### src/include/cpu_config.svh
`ifndef CPU_CONFIG_SVH
`define CPU_CONFIG_SVH

// data path and bus widths
`define CPU_DATA_W 8
`define CPU_ADDR_W 16

// first opcode fetch after reset, no vector read
`define CPU_RESTART_PC 16'h0200

// high byte for zero-page effective addresses
`define CPU_ZPG_PAGE 8'h00

`endif
### src/source/cpu_pkg.sv
`include "cpu_config.svh"

package cpu_pkg;

	typedef logic [`CPU_DATA_W-1:0] data_t;
	typedef logic [`CPU_ADDR_W-1:0] addr_t;

	// standard encodings of the kept instructions
	typedef enum logic [`CPU_DATA_W-1:0] {
		OP_LDA_IMM = 8'hA9, OP_LDA_ZPG = 8'hA5, OP_LDA_ABS = 8'hAD,
		OP_LDX_IMM = 8'hA2, OP_LDX_ZPG = 8'hA6, OP_LDX_ABS = 8'hAE,
		OP_LDY_IMM = 8'hA0, OP_LDY_ZPG = 8'hA4, OP_LDY_ABS = 8'hAC,
		OP_STA_ZPG = 8'h85, OP_STA_ABS = 8'h8D,
		OP_STX_ZPG = 8'h86, OP_STX_ABS = 8'h8E,
		OP_STY_ZPG = 8'h84, OP_STY_ABS = 8'h8C,
		OP_ADC_IMM = 8'h69, OP_ADC_ZPG = 8'h65, OP_ADC_ABS = 8'h6D,
		OP_SBC_IMM = 8'hE9, OP_SBC_ZPG = 8'hE5, OP_SBC_ABS = 8'hED,
		OP_AND_IMM = 8'h29, OP_AND_ZPG = 8'h25, OP_AND_ABS = 8'h2D,
		OP_ORA_IMM = 8'h09, OP_ORA_ZPG = 8'h05, OP_ORA_ABS = 8'h0D,
		OP_EOR_IMM = 8'h49, OP_EOR_ZPG = 8'h45, OP_EOR_ABS = 8'h4D,
		OP_CMP_IMM = 8'hC9, OP_CMP_ZPG = 8'hC5, OP_CMP_ABS = 8'hCD,
		OP_INX = 8'hE8, OP_INY = 8'hC8, OP_DEX = 8'hCA, OP_DEY = 8'h88,
		OP_TAX = 8'hAA, OP_TXA = 8'h8A, OP_TAY = 8'hA8, OP_TYA = 8'h98,
		OP_CLC = 8'h18, OP_SEC = 8'h38, OP_NOP = 8'hEA,
		OP_BCC = 8'h90, OP_BCS = 8'hB0, OP_BEQ = 8'hF0,
		OP_BNE = 8'hD0, OP_BMI = 8'h30, OP_BPL = 8'h10,
		OP_JMP_ABS = 8'h4C
	} opcode_t;

	typedef enum logic [2:0] {
		MODE_IMPL, MODE_IMM, MODE_ZPG, MODE_ABS, MODE_REL, MODE_JMP_ABS, MODE_INVAL
	} adr_mode_t;

	typedef enum logic [3:0] {
		ALU_PASS, ALU_ADD, ALU_SUB, ALU_CMP, ALU_AND, ALU_OR, ALU_EOR, ALU_INC, ALU_DEC
	} alu_op_t;

	typedef enum logic [1:0] {SEL_NONE, SEL_A, SEL_X, SEL_Y} reg_sel_t;

	typedef enum logic [2:0] {BR_CC, BR_CS, BR_EQ, BR_NE, BR_MI, BR_PL} branch_cond_t;

	typedef enum logic [2:0] {
		ST_FETCH, ST_OPER_LO, ST_OPER_HI, ST_DATA, ST_WRITE, ST_BRANCH
	} seq_state_t;

endpackage

### src/source/cpu_top.sv
`timescale 1ns/1ps

module cpu_top (
	input  logic           clk,
	input  logic           reset_routine,
	output logic           mem_req,
	output logic           mem_we,
	output cpu_pkg::addr_t mem_addr,
	output cpu_pkg::data_t mem_wdata,
	input  logic           mem_ack,
	input  cpu_pkg::data_t mem_rdata
);

	cpu_pkg::data_t        ir;
	cpu_pkg::adr_mode_t    mode;
	cpu_pkg::alu_op_t      alu_op;
	cpu_pkg::reg_sel_t     src_sel;
	cpu_pkg::reg_sel_t     dst_sel;
	logic                  mem_write;
	logic                  upd_nz;
	logic                  upd_c;
	logic                  upd_v;
	logic                  set_c;
	logic                  clr_c;
	cpu_pkg::branch_cond_t branch_cond;
	cpu_pkg::data_t        store_data;
	cpu_pkg::data_t        operand;
	logic                  exec_strobe;
	logic                  flag_n;
	logic                  flag_z;
	logic                  flag_c;

	opcode_decoder i_decoder (
		.ir (ir), .mode (mode), .alu_op (alu_op),
		.src_sel (src_sel), .dst_sel (dst_sel), .mem_write (mem_write),
		.upd_nz (upd_nz), .upd_c (upd_c), .upd_v (upd_v),
		.set_c (set_c), .clr_c (clr_c), .branch_cond (branch_cond)
	);

	bus_sequencer i_sequencer (
		.clk (clk), .reset_routine (reset_routine),
		.mem_req (mem_req), .mem_we (mem_we), .mem_addr (mem_addr),
		.mem_wdata (mem_wdata), .mem_ack (mem_ack), .mem_rdata (mem_rdata),
		.ir (ir), .mode (mode), .mem_write (mem_write), .branch_cond (branch_cond),
		.store_data (store_data), .flag_n (flag_n), .flag_z (flag_z), .flag_c (flag_c),
		.operand (operand), .exec_strobe (exec_strobe)
	);

	register_file i_regs (
		.clk (clk), .reset_routine (reset_routine), .exec_strobe (exec_strobe),
		.operand (operand), .alu_op (alu_op), .src_sel (src_sel), .dst_sel (dst_sel),
		.upd_nz (upd_nz), .upd_c (upd_c), .upd_v (upd_v), .set_c (set_c), .clr_c (clr_c),
		.store_data (store_data), .flag_n (flag_n), .flag_z (flag_z), .flag_c (flag_c)
	);

endmodule

### src/source/bus_sequencer.sv
`timescale 1ns/1ps
`include "cpu_config.svh"

module bus_sequencer (
	input  logic                  clk,
	input  logic                  reset_routine,
	output logic                  mem_req,
	output logic                  mem_we,
	output cpu_pkg::addr_t        mem_addr,
	output cpu_pkg::data_t        mem_wdata,
	input  logic                  mem_ack,
	input  cpu_pkg::data_t        mem_rdata,
	output cpu_pkg::data_t        ir,
	input  cpu_pkg::adr_mode_t    mode,
	input  logic                  mem_write,
	input  cpu_pkg::branch_cond_t branch_cond,
	input  cpu_pkg::data_t        store_data,
	input  logic                  flag_n,
	input  logic                  flag_z,
	input  logic                  flag_c,
	output cpu_pkg::data_t        operand,
	output logic                  exec_strobe
);

	cpu_pkg::seq_state_t state;
	cpu_pkg::addr_t      pc;
	cpu_pkg::addr_t      eff_addr;
	cpu_pkg::data_t      adr_lo;

	// set after an ack, cleared once memory drops ack
	logic ack_pend;

	logic           step_mem;
	logic           step_we;
	cpu_pkg::addr_t step_addr;
	logic           can_issue;
	logic           xfer_done;
	logic           taken;
	cpu_pkg::addr_t rel_ext;

	assign can_issue = !mem_req && !(ack_pend && mem_ack);
	assign xfer_done = mem_req && mem_ack;
	assign rel_ext   = {{(`CPU_ADDR_W - `CPU_DATA_W){adr_lo[`CPU_DATA_W-1]}}, adr_lo};

	// does this step need a bus access, and where
	always_comb
	begin
		step_mem  = 1'b0;
		step_we   = 1'b0;
		step_addr = pc;
		case (state)
			cpu_pkg::ST_FETCH:   step_mem = 1'b1;
			cpu_pkg::ST_OPER_LO: step_mem = (mode != cpu_pkg::MODE_IMPL) &&
			                                (mode != cpu_pkg::MODE_INVAL);
			cpu_pkg::ST_OPER_HI: step_mem = 1'b1;
			cpu_pkg::ST_DATA:
			begin
				step_mem  = !mem_write;
				step_addr = eff_addr;
			end
			cpu_pkg::ST_WRITE:
			begin
				step_mem  = 1'b1;
				step_we   = 1'b1;
				step_addr = eff_addr;
			end
			default: step_mem = 1'b0;
		endcase
	end

	always_comb
	begin
		case (branch_cond)
			cpu_pkg::BR_CC: taken = !flag_c;
			cpu_pkg::BR_CS: taken = flag_c;
			cpu_pkg::BR_EQ: taken = flag_z;
			cpu_pkg::BR_NE: taken = !flag_z;
			cpu_pkg::BR_MI: taken = flag_n;
			default:        taken = !flag_n;
		endcase
	end

	always_ff @(posedge clk)
	begin
		exec_strobe <= 1'b0;
		if (reset_routine)
		begin
			state    <= cpu_pkg::ST_FETCH;
			pc       <= `CPU_RESTART_PC;
			mem_req  <= 1'b0;
			mem_we   <= 1'b0;
			ack_pend <= 1'b0;
		end
		else
		begin
			if (ack_pend && !mem_ack)
				ack_pend <= 1'b0;

			// bus outputs change only when a request starts
			if (step_mem && can_issue)
			begin
				mem_req   <= 1'b1;
				mem_we    <= step_we;
				mem_addr  <= step_addr;
				mem_wdata <= store_data;
			end

			if (xfer_done)
			begin
				mem_req  <= 1'b0;
				ack_pend <= 1'b1;
			end

			case (state)
				cpu_pkg::ST_FETCH:
					if (xfer_done)
					begin
						ir    <= mem_rdata;
						pc    <= pc + 1'b1;
						state <= cpu_pkg::ST_OPER_LO;
					end
				cpu_pkg::ST_OPER_LO:
					if (!step_mem)
					begin
						// implied runs here; unknown opcodes fall through as NOP
						exec_strobe <= (mode == cpu_pkg::MODE_IMPL);
						state       <= cpu_pkg::ST_FETCH;
					end
					else if (xfer_done)
					begin
						pc <= pc + 1'b1;
						case (mode)
							cpu_pkg::MODE_IMM:
							begin
								operand     <= mem_rdata;
								exec_strobe <= 1'b1;
								state       <= cpu_pkg::ST_FETCH;
							end
							cpu_pkg::MODE_ZPG:
							begin
								eff_addr <= {`CPU_ZPG_PAGE, mem_rdata};
								state    <= cpu_pkg::ST_DATA;
							end
							cpu_pkg::MODE_REL:
							begin
								adr_lo <= mem_rdata;
								state  <= cpu_pkg::ST_BRANCH;
							end
							default:
							begin
								adr_lo <= mem_rdata;
								state  <= cpu_pkg::ST_OPER_HI;
							end
						endcase
					end
				cpu_pkg::ST_OPER_HI:
					if (xfer_done)
					begin
						if (mode == cpu_pkg::MODE_JMP_ABS)
						begin
							pc    <= {mem_rdata, adr_lo};
							state <= cpu_pkg::ST_FETCH;
						end
						else
						begin
							pc       <= pc + 1'b1;
							eff_addr <= {mem_rdata, adr_lo};
							state    <= cpu_pkg::ST_DATA;
						end
					end
				cpu_pkg::ST_DATA:
					if (mem_write)
						state <= cpu_pkg::ST_WRITE;
					else if (xfer_done)
					begin
						operand     <= mem_rdata;
						exec_strobe <= 1'b1;
						state       <= cpu_pkg::ST_FETCH;
					end
				cpu_pkg::ST_WRITE:
					if (xfer_done)
						state <= cpu_pkg::ST_FETCH;
				cpu_pkg::ST_BRANCH:
				begin
					// full 16-bit add carries across the page
					if (taken)
						pc <= pc + rel_ext;
					state <= cpu_pkg::ST_FETCH;
				end
				default: state <= cpu_pkg::ST_FETCH;
			endcase
		end
	end

endmodule

### src/source/register_file.sv
`timescale 1ns/1ps

module register_file (
	input  logic              clk,
	input  logic              reset_routine,
	input  logic              exec_strobe,
	input  cpu_pkg::data_t    operand,
	input  cpu_pkg::alu_op_t  alu_op,
	input  cpu_pkg::reg_sel_t src_sel,
	input  cpu_pkg::reg_sel_t dst_sel,
	input  logic              upd_nz,
	input  logic              upd_c,
	input  logic              upd_v,
	input  logic              set_c,
	input  logic              clr_c,
	output cpu_pkg::data_t    store_data,
	output logic              flag_n,
	output logic              flag_z,
	output logic              flag_c
);

	cpu_pkg::data_t a_reg;
	cpu_pkg::data_t x_reg;
	cpu_pkg::data_t y_reg;
	logic           flag_v;

	cpu_pkg::data_t alu_b;
	cpu_pkg::data_t alu_result;
	logic           alu_neg;
	logic           alu_ov;
	logic           alu_zero;
	logic           alu_carry;

	// source register, shared by stores and implied ops
	always_comb
	begin
		case (src_sel)
			cpu_pkg::SEL_A: store_data = a_reg;
			cpu_pkg::SEL_X: store_data = x_reg;
			cpu_pkg::SEL_Y: store_data = y_reg;
			default:        store_data = operand;
		endcase
	end

	assign alu_b = store_data;

	alu_core i_alu (
		.op        (alu_op),
		.a         (a_reg),
		.b         (alu_b),
		.carry_in  (flag_c),
		.result    (alu_result),
		.neg       (alu_neg),
		.ov        (alu_ov),
		.zero      (alu_zero),
		.carry_out (alu_carry)
	);

	always_ff @(posedge clk)
	begin
		if (reset_routine)
		begin
			a_reg  <= '0;
			x_reg  <= '0;
			y_reg  <= '0;
			flag_n <= 1'b0;
			flag_z <= 1'b0;
			flag_c <= 1'b0;
			flag_v <= 1'b0;
		end
		else if (exec_strobe)
		begin
			case (dst_sel)
				cpu_pkg::SEL_A: a_reg <= alu_result;
				cpu_pkg::SEL_X: x_reg <= alu_result;
				cpu_pkg::SEL_Y: y_reg <= alu_result;
				default:        a_reg <= a_reg;
			endcase
			if (upd_nz)
			begin
				flag_n <= alu_neg;
				flag_z <= alu_zero;
			end
			if (upd_v)
				flag_v <= alu_ov;
			// CLC and SEC win over the ALU carry
			if (set_c)
				flag_c <= 1'b1;
			else if (clr_c)
				flag_c <= 1'b0;
			else if (upd_c)
				flag_c <= alu_carry;
		end
	end

endmodule

### src/source/alu_core.sv
`timescale 1ns/1ps

module alu_core (
	input  cpu_pkg::alu_op_t op,
	input  cpu_pkg::data_t   a,
	input  cpu_pkg::data_t   b,
	input  logic             carry_in,
	output cpu_pkg::data_t   result,
	output logic             neg,
	output logic             ov,
	output logic             zero,
	output logic             carry_out
);

	cpu_pkg::data_t add_b;
	logic           add_cin;
	logic [8:0]     sum;

	// subtract is add of the inverted operand
	always_comb
	begin
		add_b   = b;
		add_cin = carry_in;
		if (op == cpu_pkg::ALU_SUB || op == cpu_pkg::ALU_CMP)
			add_b = ~b;
		if (op == cpu_pkg::ALU_CMP)
			add_cin = 1'b1;
	end

	assign sum = {1'b0, a} + {1'b0, add_b} + {8'd0, add_cin};

	always_comb
	begin
		carry_out = 1'b0;
		ov        = 1'b0;
		case (op)
			cpu_pkg::ALU_ADD, cpu_pkg::ALU_SUB, cpu_pkg::ALU_CMP:
			begin
				result    = sum[7:0];
				carry_out = sum[8];
				ov        = (a[7] == add_b[7]) && (sum[7] != a[7]);
			end
			cpu_pkg::ALU_AND: result = a & b;
			cpu_pkg::ALU_OR:  result = a | b;
			cpu_pkg::ALU_EOR: result = a ^ b;
			cpu_pkg::ALU_INC: result = b + 8'd1;
			cpu_pkg::ALU_DEC: result = b - 8'd1;
			default:          result = b;
		endcase
	end

	assign neg  = result[7];
	assign zero = (result == 8'd0);

endmodule

### src/source/opcode_decoder.sv
`timescale 1ns/1ps

module opcode_decoder (
	input  cpu_pkg::data_t        ir,
	output cpu_pkg::adr_mode_t    mode,
	output cpu_pkg::alu_op_t      alu_op,
	output cpu_pkg::reg_sel_t     src_sel,
	output cpu_pkg::reg_sel_t     dst_sel,
	output logic                  mem_write,
	output logic                  upd_nz,
	output logic                  upd_c,
	output logic                  upd_v,
	output logic                  set_c,
	output logic                  clr_c,
	output cpu_pkg::branch_cond_t branch_cond
);

	cpu_pkg::opcode_t op;

	assign op = cpu_pkg::opcode_t'(ir);

	// addressing mode
	always_comb
	begin
		case (op)
			cpu_pkg::OP_LDA_IMM, cpu_pkg::OP_LDX_IMM, cpu_pkg::OP_LDY_IMM,
			cpu_pkg::OP_ADC_IMM, cpu_pkg::OP_SBC_IMM, cpu_pkg::OP_AND_IMM,
			cpu_pkg::OP_ORA_IMM, cpu_pkg::OP_EOR_IMM, cpu_pkg::OP_CMP_IMM:
				mode = cpu_pkg::MODE_IMM;
			cpu_pkg::OP_LDA_ZPG, cpu_pkg::OP_LDX_ZPG, cpu_pkg::OP_LDY_ZPG,
			cpu_pkg::OP_STA_ZPG, cpu_pkg::OP_STX_ZPG, cpu_pkg::OP_STY_ZPG,
			cpu_pkg::OP_ADC_ZPG, cpu_pkg::OP_SBC_ZPG, cpu_pkg::OP_AND_ZPG,
			cpu_pkg::OP_ORA_ZPG, cpu_pkg::OP_EOR_ZPG, cpu_pkg::OP_CMP_ZPG:
				mode = cpu_pkg::MODE_ZPG;
			cpu_pkg::OP_LDA_ABS, cpu_pkg::OP_LDX_ABS, cpu_pkg::OP_LDY_ABS,
			cpu_pkg::OP_STA_ABS, cpu_pkg::OP_STX_ABS, cpu_pkg::OP_STY_ABS,
			cpu_pkg::OP_ADC_ABS, cpu_pkg::OP_SBC_ABS, cpu_pkg::OP_AND_ABS,
			cpu_pkg::OP_ORA_ABS, cpu_pkg::OP_EOR_ABS, cpu_pkg::OP_CMP_ABS:
				mode = cpu_pkg::MODE_ABS;
			cpu_pkg::OP_INX, cpu_pkg::OP_INY, cpu_pkg::OP_DEX, cpu_pkg::OP_DEY,
			cpu_pkg::OP_TAX, cpu_pkg::OP_TXA, cpu_pkg::OP_TAY, cpu_pkg::OP_TYA,
			cpu_pkg::OP_CLC, cpu_pkg::OP_SEC, cpu_pkg::OP_NOP:
				mode = cpu_pkg::MODE_IMPL;
			cpu_pkg::OP_BCC, cpu_pkg::OP_BCS, cpu_pkg::OP_BEQ,
			cpu_pkg::OP_BNE, cpu_pkg::OP_BMI, cpu_pkg::OP_BPL:
				mode = cpu_pkg::MODE_REL;
			cpu_pkg::OP_JMP_ABS:
				mode = cpu_pkg::MODE_JMP_ABS;
			default:
				mode = cpu_pkg::MODE_INVAL;
		endcase
	end

	// operation, registers and flags
	always_comb
	begin
		alu_op      = cpu_pkg::ALU_PASS;
		src_sel     = cpu_pkg::SEL_NONE;
		dst_sel     = cpu_pkg::SEL_NONE;
		mem_write   = 1'b0;
		upd_nz      = 1'b0;
		upd_c       = 1'b0;
		upd_v       = 1'b0;
		set_c       = 1'b0;
		clr_c       = 1'b0;
		branch_cond = cpu_pkg::BR_CC;
		case (op)
			cpu_pkg::OP_LDA_IMM, cpu_pkg::OP_LDA_ZPG, cpu_pkg::OP_LDA_ABS:
			begin
				dst_sel = cpu_pkg::SEL_A;
				upd_nz  = 1'b1;
			end
			cpu_pkg::OP_LDX_IMM, cpu_pkg::OP_LDX_ZPG, cpu_pkg::OP_LDX_ABS:
			begin
				dst_sel = cpu_pkg::SEL_X;
				upd_nz  = 1'b1;
			end
			cpu_pkg::OP_LDY_IMM, cpu_pkg::OP_LDY_ZPG, cpu_pkg::OP_LDY_ABS:
			begin
				dst_sel = cpu_pkg::SEL_Y;
				upd_nz  = 1'b1;
			end
			cpu_pkg::OP_STA_ZPG, cpu_pkg::OP_STA_ABS:
			begin
				src_sel   = cpu_pkg::SEL_A;
				mem_write = 1'b1;
			end
			cpu_pkg::OP_STX_ZPG, cpu_pkg::OP_STX_ABS:
			begin
				src_sel   = cpu_pkg::SEL_X;
				mem_write = 1'b1;
			end
			cpu_pkg::OP_STY_ZPG, cpu_pkg::OP_STY_ABS:
			begin
				src_sel   = cpu_pkg::SEL_Y;
				mem_write = 1'b1;
			end
			cpu_pkg::OP_ADC_IMM, cpu_pkg::OP_ADC_ZPG, cpu_pkg::OP_ADC_ABS,
			cpu_pkg::OP_SBC_IMM, cpu_pkg::OP_SBC_ZPG, cpu_pkg::OP_SBC_ABS:
			begin
				alu_op  = (op[7:5] == 3'b111) ? cpu_pkg::ALU_SUB : cpu_pkg::ALU_ADD;
				dst_sel = cpu_pkg::SEL_A;
				upd_nz  = 1'b1;
				upd_c   = 1'b1;
				upd_v   = 1'b1;
			end
			cpu_pkg::OP_CMP_IMM, cpu_pkg::OP_CMP_ZPG, cpu_pkg::OP_CMP_ABS:
			begin
				// flags only, A untouched
				alu_op = cpu_pkg::ALU_CMP;
				upd_nz = 1'b1;
				upd_c  = 1'b1;
			end
			cpu_pkg::OP_AND_IMM, cpu_pkg::OP_AND_ZPG, cpu_pkg::OP_AND_ABS,
			cpu_pkg::OP_ORA_IMM, cpu_pkg::OP_ORA_ZPG, cpu_pkg::OP_ORA_ABS,
			cpu_pkg::OP_EOR_IMM, cpu_pkg::OP_EOR_ZPG, cpu_pkg::OP_EOR_ABS:
			begin
				case (op[7:5])
					3'b001:  alu_op = cpu_pkg::ALU_AND;
					3'b000:  alu_op = cpu_pkg::ALU_OR;
					default: alu_op = cpu_pkg::ALU_EOR;
				endcase
				dst_sel = cpu_pkg::SEL_A;
				upd_nz  = 1'b1;
			end
			cpu_pkg::OP_INX, cpu_pkg::OP_DEX:
			begin
				alu_op  = (op == cpu_pkg::OP_INX) ? cpu_pkg::ALU_INC : cpu_pkg::ALU_DEC;
				src_sel = cpu_pkg::SEL_X;
				dst_sel = cpu_pkg::SEL_X;
				upd_nz  = 1'b1;
			end
			cpu_pkg::OP_INY, cpu_pkg::OP_DEY:
			begin
				alu_op  = (op == cpu_pkg::OP_INY) ? cpu_pkg::ALU_INC : cpu_pkg::ALU_DEC;
				src_sel = cpu_pkg::SEL_Y;
				dst_sel = cpu_pkg::SEL_Y;
				upd_nz  = 1'b1;
			end
			// transfers pass the source through
			cpu_pkg::OP_TAX, cpu_pkg::OP_TAY:
			begin
				src_sel = cpu_pkg::SEL_A;
				dst_sel = (op == cpu_pkg::OP_TAX) ? cpu_pkg::SEL_X : cpu_pkg::SEL_Y;
				upd_nz  = 1'b1;
			end
			cpu_pkg::OP_TXA, cpu_pkg::OP_TYA:
			begin
				src_sel = (op == cpu_pkg::OP_TXA) ? cpu_pkg::SEL_X : cpu_pkg::SEL_Y;
				dst_sel = cpu_pkg::SEL_A;
				upd_nz  = 1'b1;
			end
			cpu_pkg::OP_CLC: clr_c = 1'b1;
			cpu_pkg::OP_SEC: set_c = 1'b1;
			cpu_pkg::OP_BCC: branch_cond = cpu_pkg::BR_CC;
			cpu_pkg::OP_BCS: branch_cond = cpu_pkg::BR_CS;
			cpu_pkg::OP_BEQ: branch_cond = cpu_pkg::BR_EQ;
			cpu_pkg::OP_BNE: branch_cond = cpu_pkg::BR_NE;
			cpu_pkg::OP_BMI: branch_cond = cpu_pkg::BR_MI;
			cpu_pkg::OP_BPL: branch_cond = cpu_pkg::BR_PL;
			default:
			begin
				alu_op = cpu_pkg::ALU_PASS;
			end
		endcase
	end

endmodule

### config.mk
export PLATFORM = sky130hd
export DESIGN_NAME = cpu_top
export DESIGN_NICKNAME = d
export VERILOG_FILES = /design/src/source/cpu_pkg.sv /design/src/source/cpu_top.sv /design/src/source/bus_sequencer.sv /design/src/source/register_file.sv /design/src/source/alu_core.sv /design/src/source/opcode_decoder.sv
export VERILOG_INCLUDE_DIRS = /design/src /design/src/include
export SDC_FILE = /design/constraint.sdc
export NUM_CORES = 1
export LEC_CHECK = 0
export BUFFER_PORTS_ARGS = -buffer_cell sky130_fd_sc_hd__buf_2
export CAP_MARGIN = 20
export CORE_ASPECT_RATIO = 0.5
export CORE_MARGIN = 1.5
export CORE_UTILIZATION = 25
export CTS_BUF_LIST = sky130_fd_sc_hd__clkbuf_8
export DETAILED_ROUTE_END_ITERATION = 8
export PLACE_DENSITY = 0.5
export SLEW_MARGIN = 10
export SYNTH_ARGS = -nofsm -noshare
export SYNTH_HDL_FRONTEND = slang
export SYNTH_SLANG_ARGS = --single-unit
### constraint.sdc
create_clock -name clk -period 10.5 [get_ports clk]
set_input_delay 0.525 -clock clk [delete_from_list [all_inputs] [get_ports clk]]
set_output_delay 0.525 -clock clk [all_outputs]
set_load 0.005 [all_outputs]
==> impl_metrics.ini <==
[synthesis]
synth_seq_cells = 114
yosys_warnings = 0
synth_edf_count = 64
mappedNetlistNets = 893
ys_seq_area_share_pct = 37.60
share_of_flip_flops_with_an_asynchronous_set_or_reset_after_synthesis_pct = 0
syn-cell-area_mm2 = 0.007774
syn-mean-instance-area_um2 = 9.343
instance_count_of_the_mapped_netlist = 832
most_instantiated_flip_flop_cell_in_the_synthesis_netlist = sky130_fd_sc_hd__edfxtp_1
post_synth_num_cell_types = 80

[critical_path]
cp_slowest_stage_delay_ps = 900
cp_num_buf_inv = 0
critPathMaxFanout = 24
crit_family = simple AND/OR/NAND/NOR gates
crit_path_cell_trace = nor2_1 > and4_1 > nor2_1 > nand2_1 > mux2i_2 > xnor2_1 > fa_1 > fa_1 > a211oi_1 > o21bai_1 > a21oi_1 > xnor2_1 > o21ai_0 > a211oi_1 > a21oi_1 > and4b_1 > a31o_1
cp-start-kind = flip-flop
worst_ep_arrival_time_ps = 6280
crit_type = flip-flop to flip-flop
setup.reg_to_reg.worst_slack_ps = 4560
timing.critical_path.required_ps = 10850
critical-path-slowest-cell = sky130_fd_sc_hd__edfxtp_1
end_kind = flip-flop

[cells_and_area]
num-nets-final = 918
most-common-layout-cells = 90 x sky130_fd_sc_hd__nor2_1, 66 x sky130_fd_sc_hd__nand2_1, 64 x sky130_fd_sc_hd__edfxtp_1, 50 x sky130_fd_sc_hd__dfxtp_1, 46 x sky130_fd_sc_hd__ha_1
top_regs = i_sequencer.eff_addr (16), i_sequencer.mem_addr (16), i_sequencer.pc (16)
post_route_cells_drive_above_1_share_pct = 14.25
antenna-diode-count = 0
nFillCells = 3208
syn_to_final_growth_pct = 13.47
most_common_cell_after_layout_fill_and_taps_aside = sky130_fd_sc_hd__nor2_1

[power]
power.share.switching_pct = 27.37
power_density_mw_per_mm2 = 119.6
combPwrFrac_pct = 10.3
reported_net_switching_power_w = 0.0002887
ir_worst_vdd_v = 0.00006825
power.internal_w = 0.0007659
leakage_nw = 3.240
power.clock.fraction_pct = 42.1
power.share.sequential_pct = 47.7

[floorplanning]
fp.dieH_um = 127.7
floorplan.io_pins = 37
rows = 45
total_die_area_mm2 = 0.03223
die_w_um = 252.4
floorplan.initialDensity_pct = 25.52
core_mm2 = 0.03046

[global_routing]
maximum_number_of_pins_on_one_net_before_global_route_repair = 45
first_pass_grt_wire_length_mm = 36.98
globalRoute.totalOverflow = 0
number_of_antenna_violations_at_the_first_check_in_global_routing = 0
groute.usage.overall_pct = 14.87
via_count_of_the_first_global_routing_pass = 6374

[placement]
post-dp-hpwl_mm = 16.88
dpl_worst_slack_ps = 4725
io_buffers = 36
place_congestion = 0.9233

[route]
number_of_design_rule_violations_left_by_the_first_detailed_router_iteration = 501
routedWlPerCell_um = 18.10
wirelength_routed_mm = 23.41
drc_errors = 0
via_per_inst = 5.074
total_iterations_of_the_first_detailed_routing_run = 5
vias = 6561
ant_nets = 0

[clocking]
htree_num_levels = 4
cts_buffers = 17
hold_buffers = 0
cts_tree = yes
cts.root.buffer_cell = sky130_fd_sc_hd__clkbuf_8
insertion_delay_ps = 450
clk_path_buf_depth = 2
ctsResizeCount = 0
worst_setup_hold_path_clk_slew_ps = 90
cts.sinks = 114
post-cts-setup-buffers = 0

[min_path]
hold_path_class = input pin to flip-flop

[sta]
report.final.setup_viol = 0
finClkSkew_ps = 19.71
fmax_mhz = 168.4
timing.final.ws_setup_ps = 4563
period_needed_ps = 5937
final_max_slew_viol_count = 0
worst_slew_pin_slew_ps = 1064
fin_worst_hold_slack_ps = 356.7
setup_repair_after_global_routing_missed_its_margin = false
fin_hold_viols = 0
finalSetupTns_ps = 0
finalCritPeriodShare_pct = 56.54
maxSlewHeadroom_pct = 28.50

[run_status]
outcome = finished clean

[flow_run]
max-cap-violations = 0
## cell usage after synthesis, drive strengths merged, types with 5 or more instances
master / n / share of area [%]
nor2: 90 / 4.3
nand2: 66 / 3.2
edfxtp: 64 / 25
dfxtp: 50 / 13
ha: 46 / 7.4
a21oi: 42 / 2.7
o21ai: 35 / 2.3
inv: 33 / 1.6
a211oi: 25 / 2.5
nor3: 24 / 1.6
xnor2: 24 / 2.7
clkbuf: 23 / 1.1
xor2: 21 / 2.4
buf: 20 / 1.4
and2: 17 / 1.4
mux2: 17 / 2.5
mux2i: 17 / 2.2
nand3: 16 / 1.0
a22oi: 14 / 1.4
nand2b: 13 / 1.0
a221oi: 11 / 1.2
and3: 10 / 0.80
nand4: 9 / 0.72
nor2b: 9 / 0.72
or2: 8 / 0.64
a22o: 7 / 0.79
o211ai: 7 / 0.68
o31ai: 7 / 1.0
a21o: 6 / 0.58
nor3b: 6 / 0.58
nor4: 6 / 0.68
o31a: 6 / 0.68
or3: 6 / 0.48
a2111oi: 5 / 0.80
a21boi: 5 / 0.48
a31oi: 5 / 0.60
a32oi: 5 / 0.66
nor4b: 5 / 0.72
## power by group through the flow
stage / Sequential (W) / Combinational [W] / Clock (W)
final: 0.000503 / 0.000108 / 0.000444
after global routing: 0.000505 / 0.000121 / 0.000472
after CTS: 0.000502 / 0.000109 / 0.000456
after detailed placement: 0.000512 / 0.000108 / 0
after global placement: 0.000512 / 0.000107 / 0
after floorplan: 0.000505 / 0.0000776 / 0
## logic make-up (layout without fill, tap and decap cells)
group | Yosys count | in the layout | synth area share, %
AO/OA/AOI/OAI | 214 | 214 | 20.43
XOR/XNOR | 45 | 45 | 5.070
adder cells (fa/ha/maj) | 50 | 50 | 8.434
buffers and inverters | 77 | 115 | 4.136
flip-flops | 114 | 114 | 37.60
multiplexers | 34 | 34 | 4.700
AND/OR/NAND/NOR | 298 | 298 | 19.64
## metrics by stage
step / total power [W] / utilization (%) / instance area, um^2 / cells
after floorplan: 0.0005822 / - / 7774 / 832
after global placement: 0.0006186 / 27.52 / 8383 / 1258
after detailed placement: 0.0006207 / 27.55 / 8391 / 1259
after CTS: 0.001067 / 28.92 / 8808 / 1291
after global routing: 0.001098 / 28.96 / 8821 / 1293
final: 0.001055 / 28.96 / 8821 / 1293
## cell type report
type	instances	area, um^2	area share, %
sequential	114	2923	33.13
timing repair buffer	49	275.3	3.121
tap	423	529.3	6.000
inverter	34	128.9	1.461
multi-input combinational	641	4547	51.55
clock buffer	17	234.0	2.652
clock inverter	15	183.9	2.085
## metal layers
layer | wire [um] | global-route usage, % | vias to the layer above
met4 | 427 | 5.002 | 0
met3 | 994 | 2.437 | 25
li1 | - | - | 3141
met5 | 0 | 0 | -
met1 | 11000 | 19.64 | 3222
met2 | 10990 | 24.77 | 173
## path summary, 6_finish.rpt
kind / startpoint / to / cells after the start
setup / recovery: i_sequencer.ir[4] / i_regs.flag_z / 17
hold / removal: mem_ack / i_sequencer.ack_pend / 2
setup reg to reg: i_sequencer.ir[4] / i_regs.flag_z / 17
hold reg to reg: i_sequencer.mem_we / i_sequencer.mem_we / 2
Power figures use the tool's default switching activity.
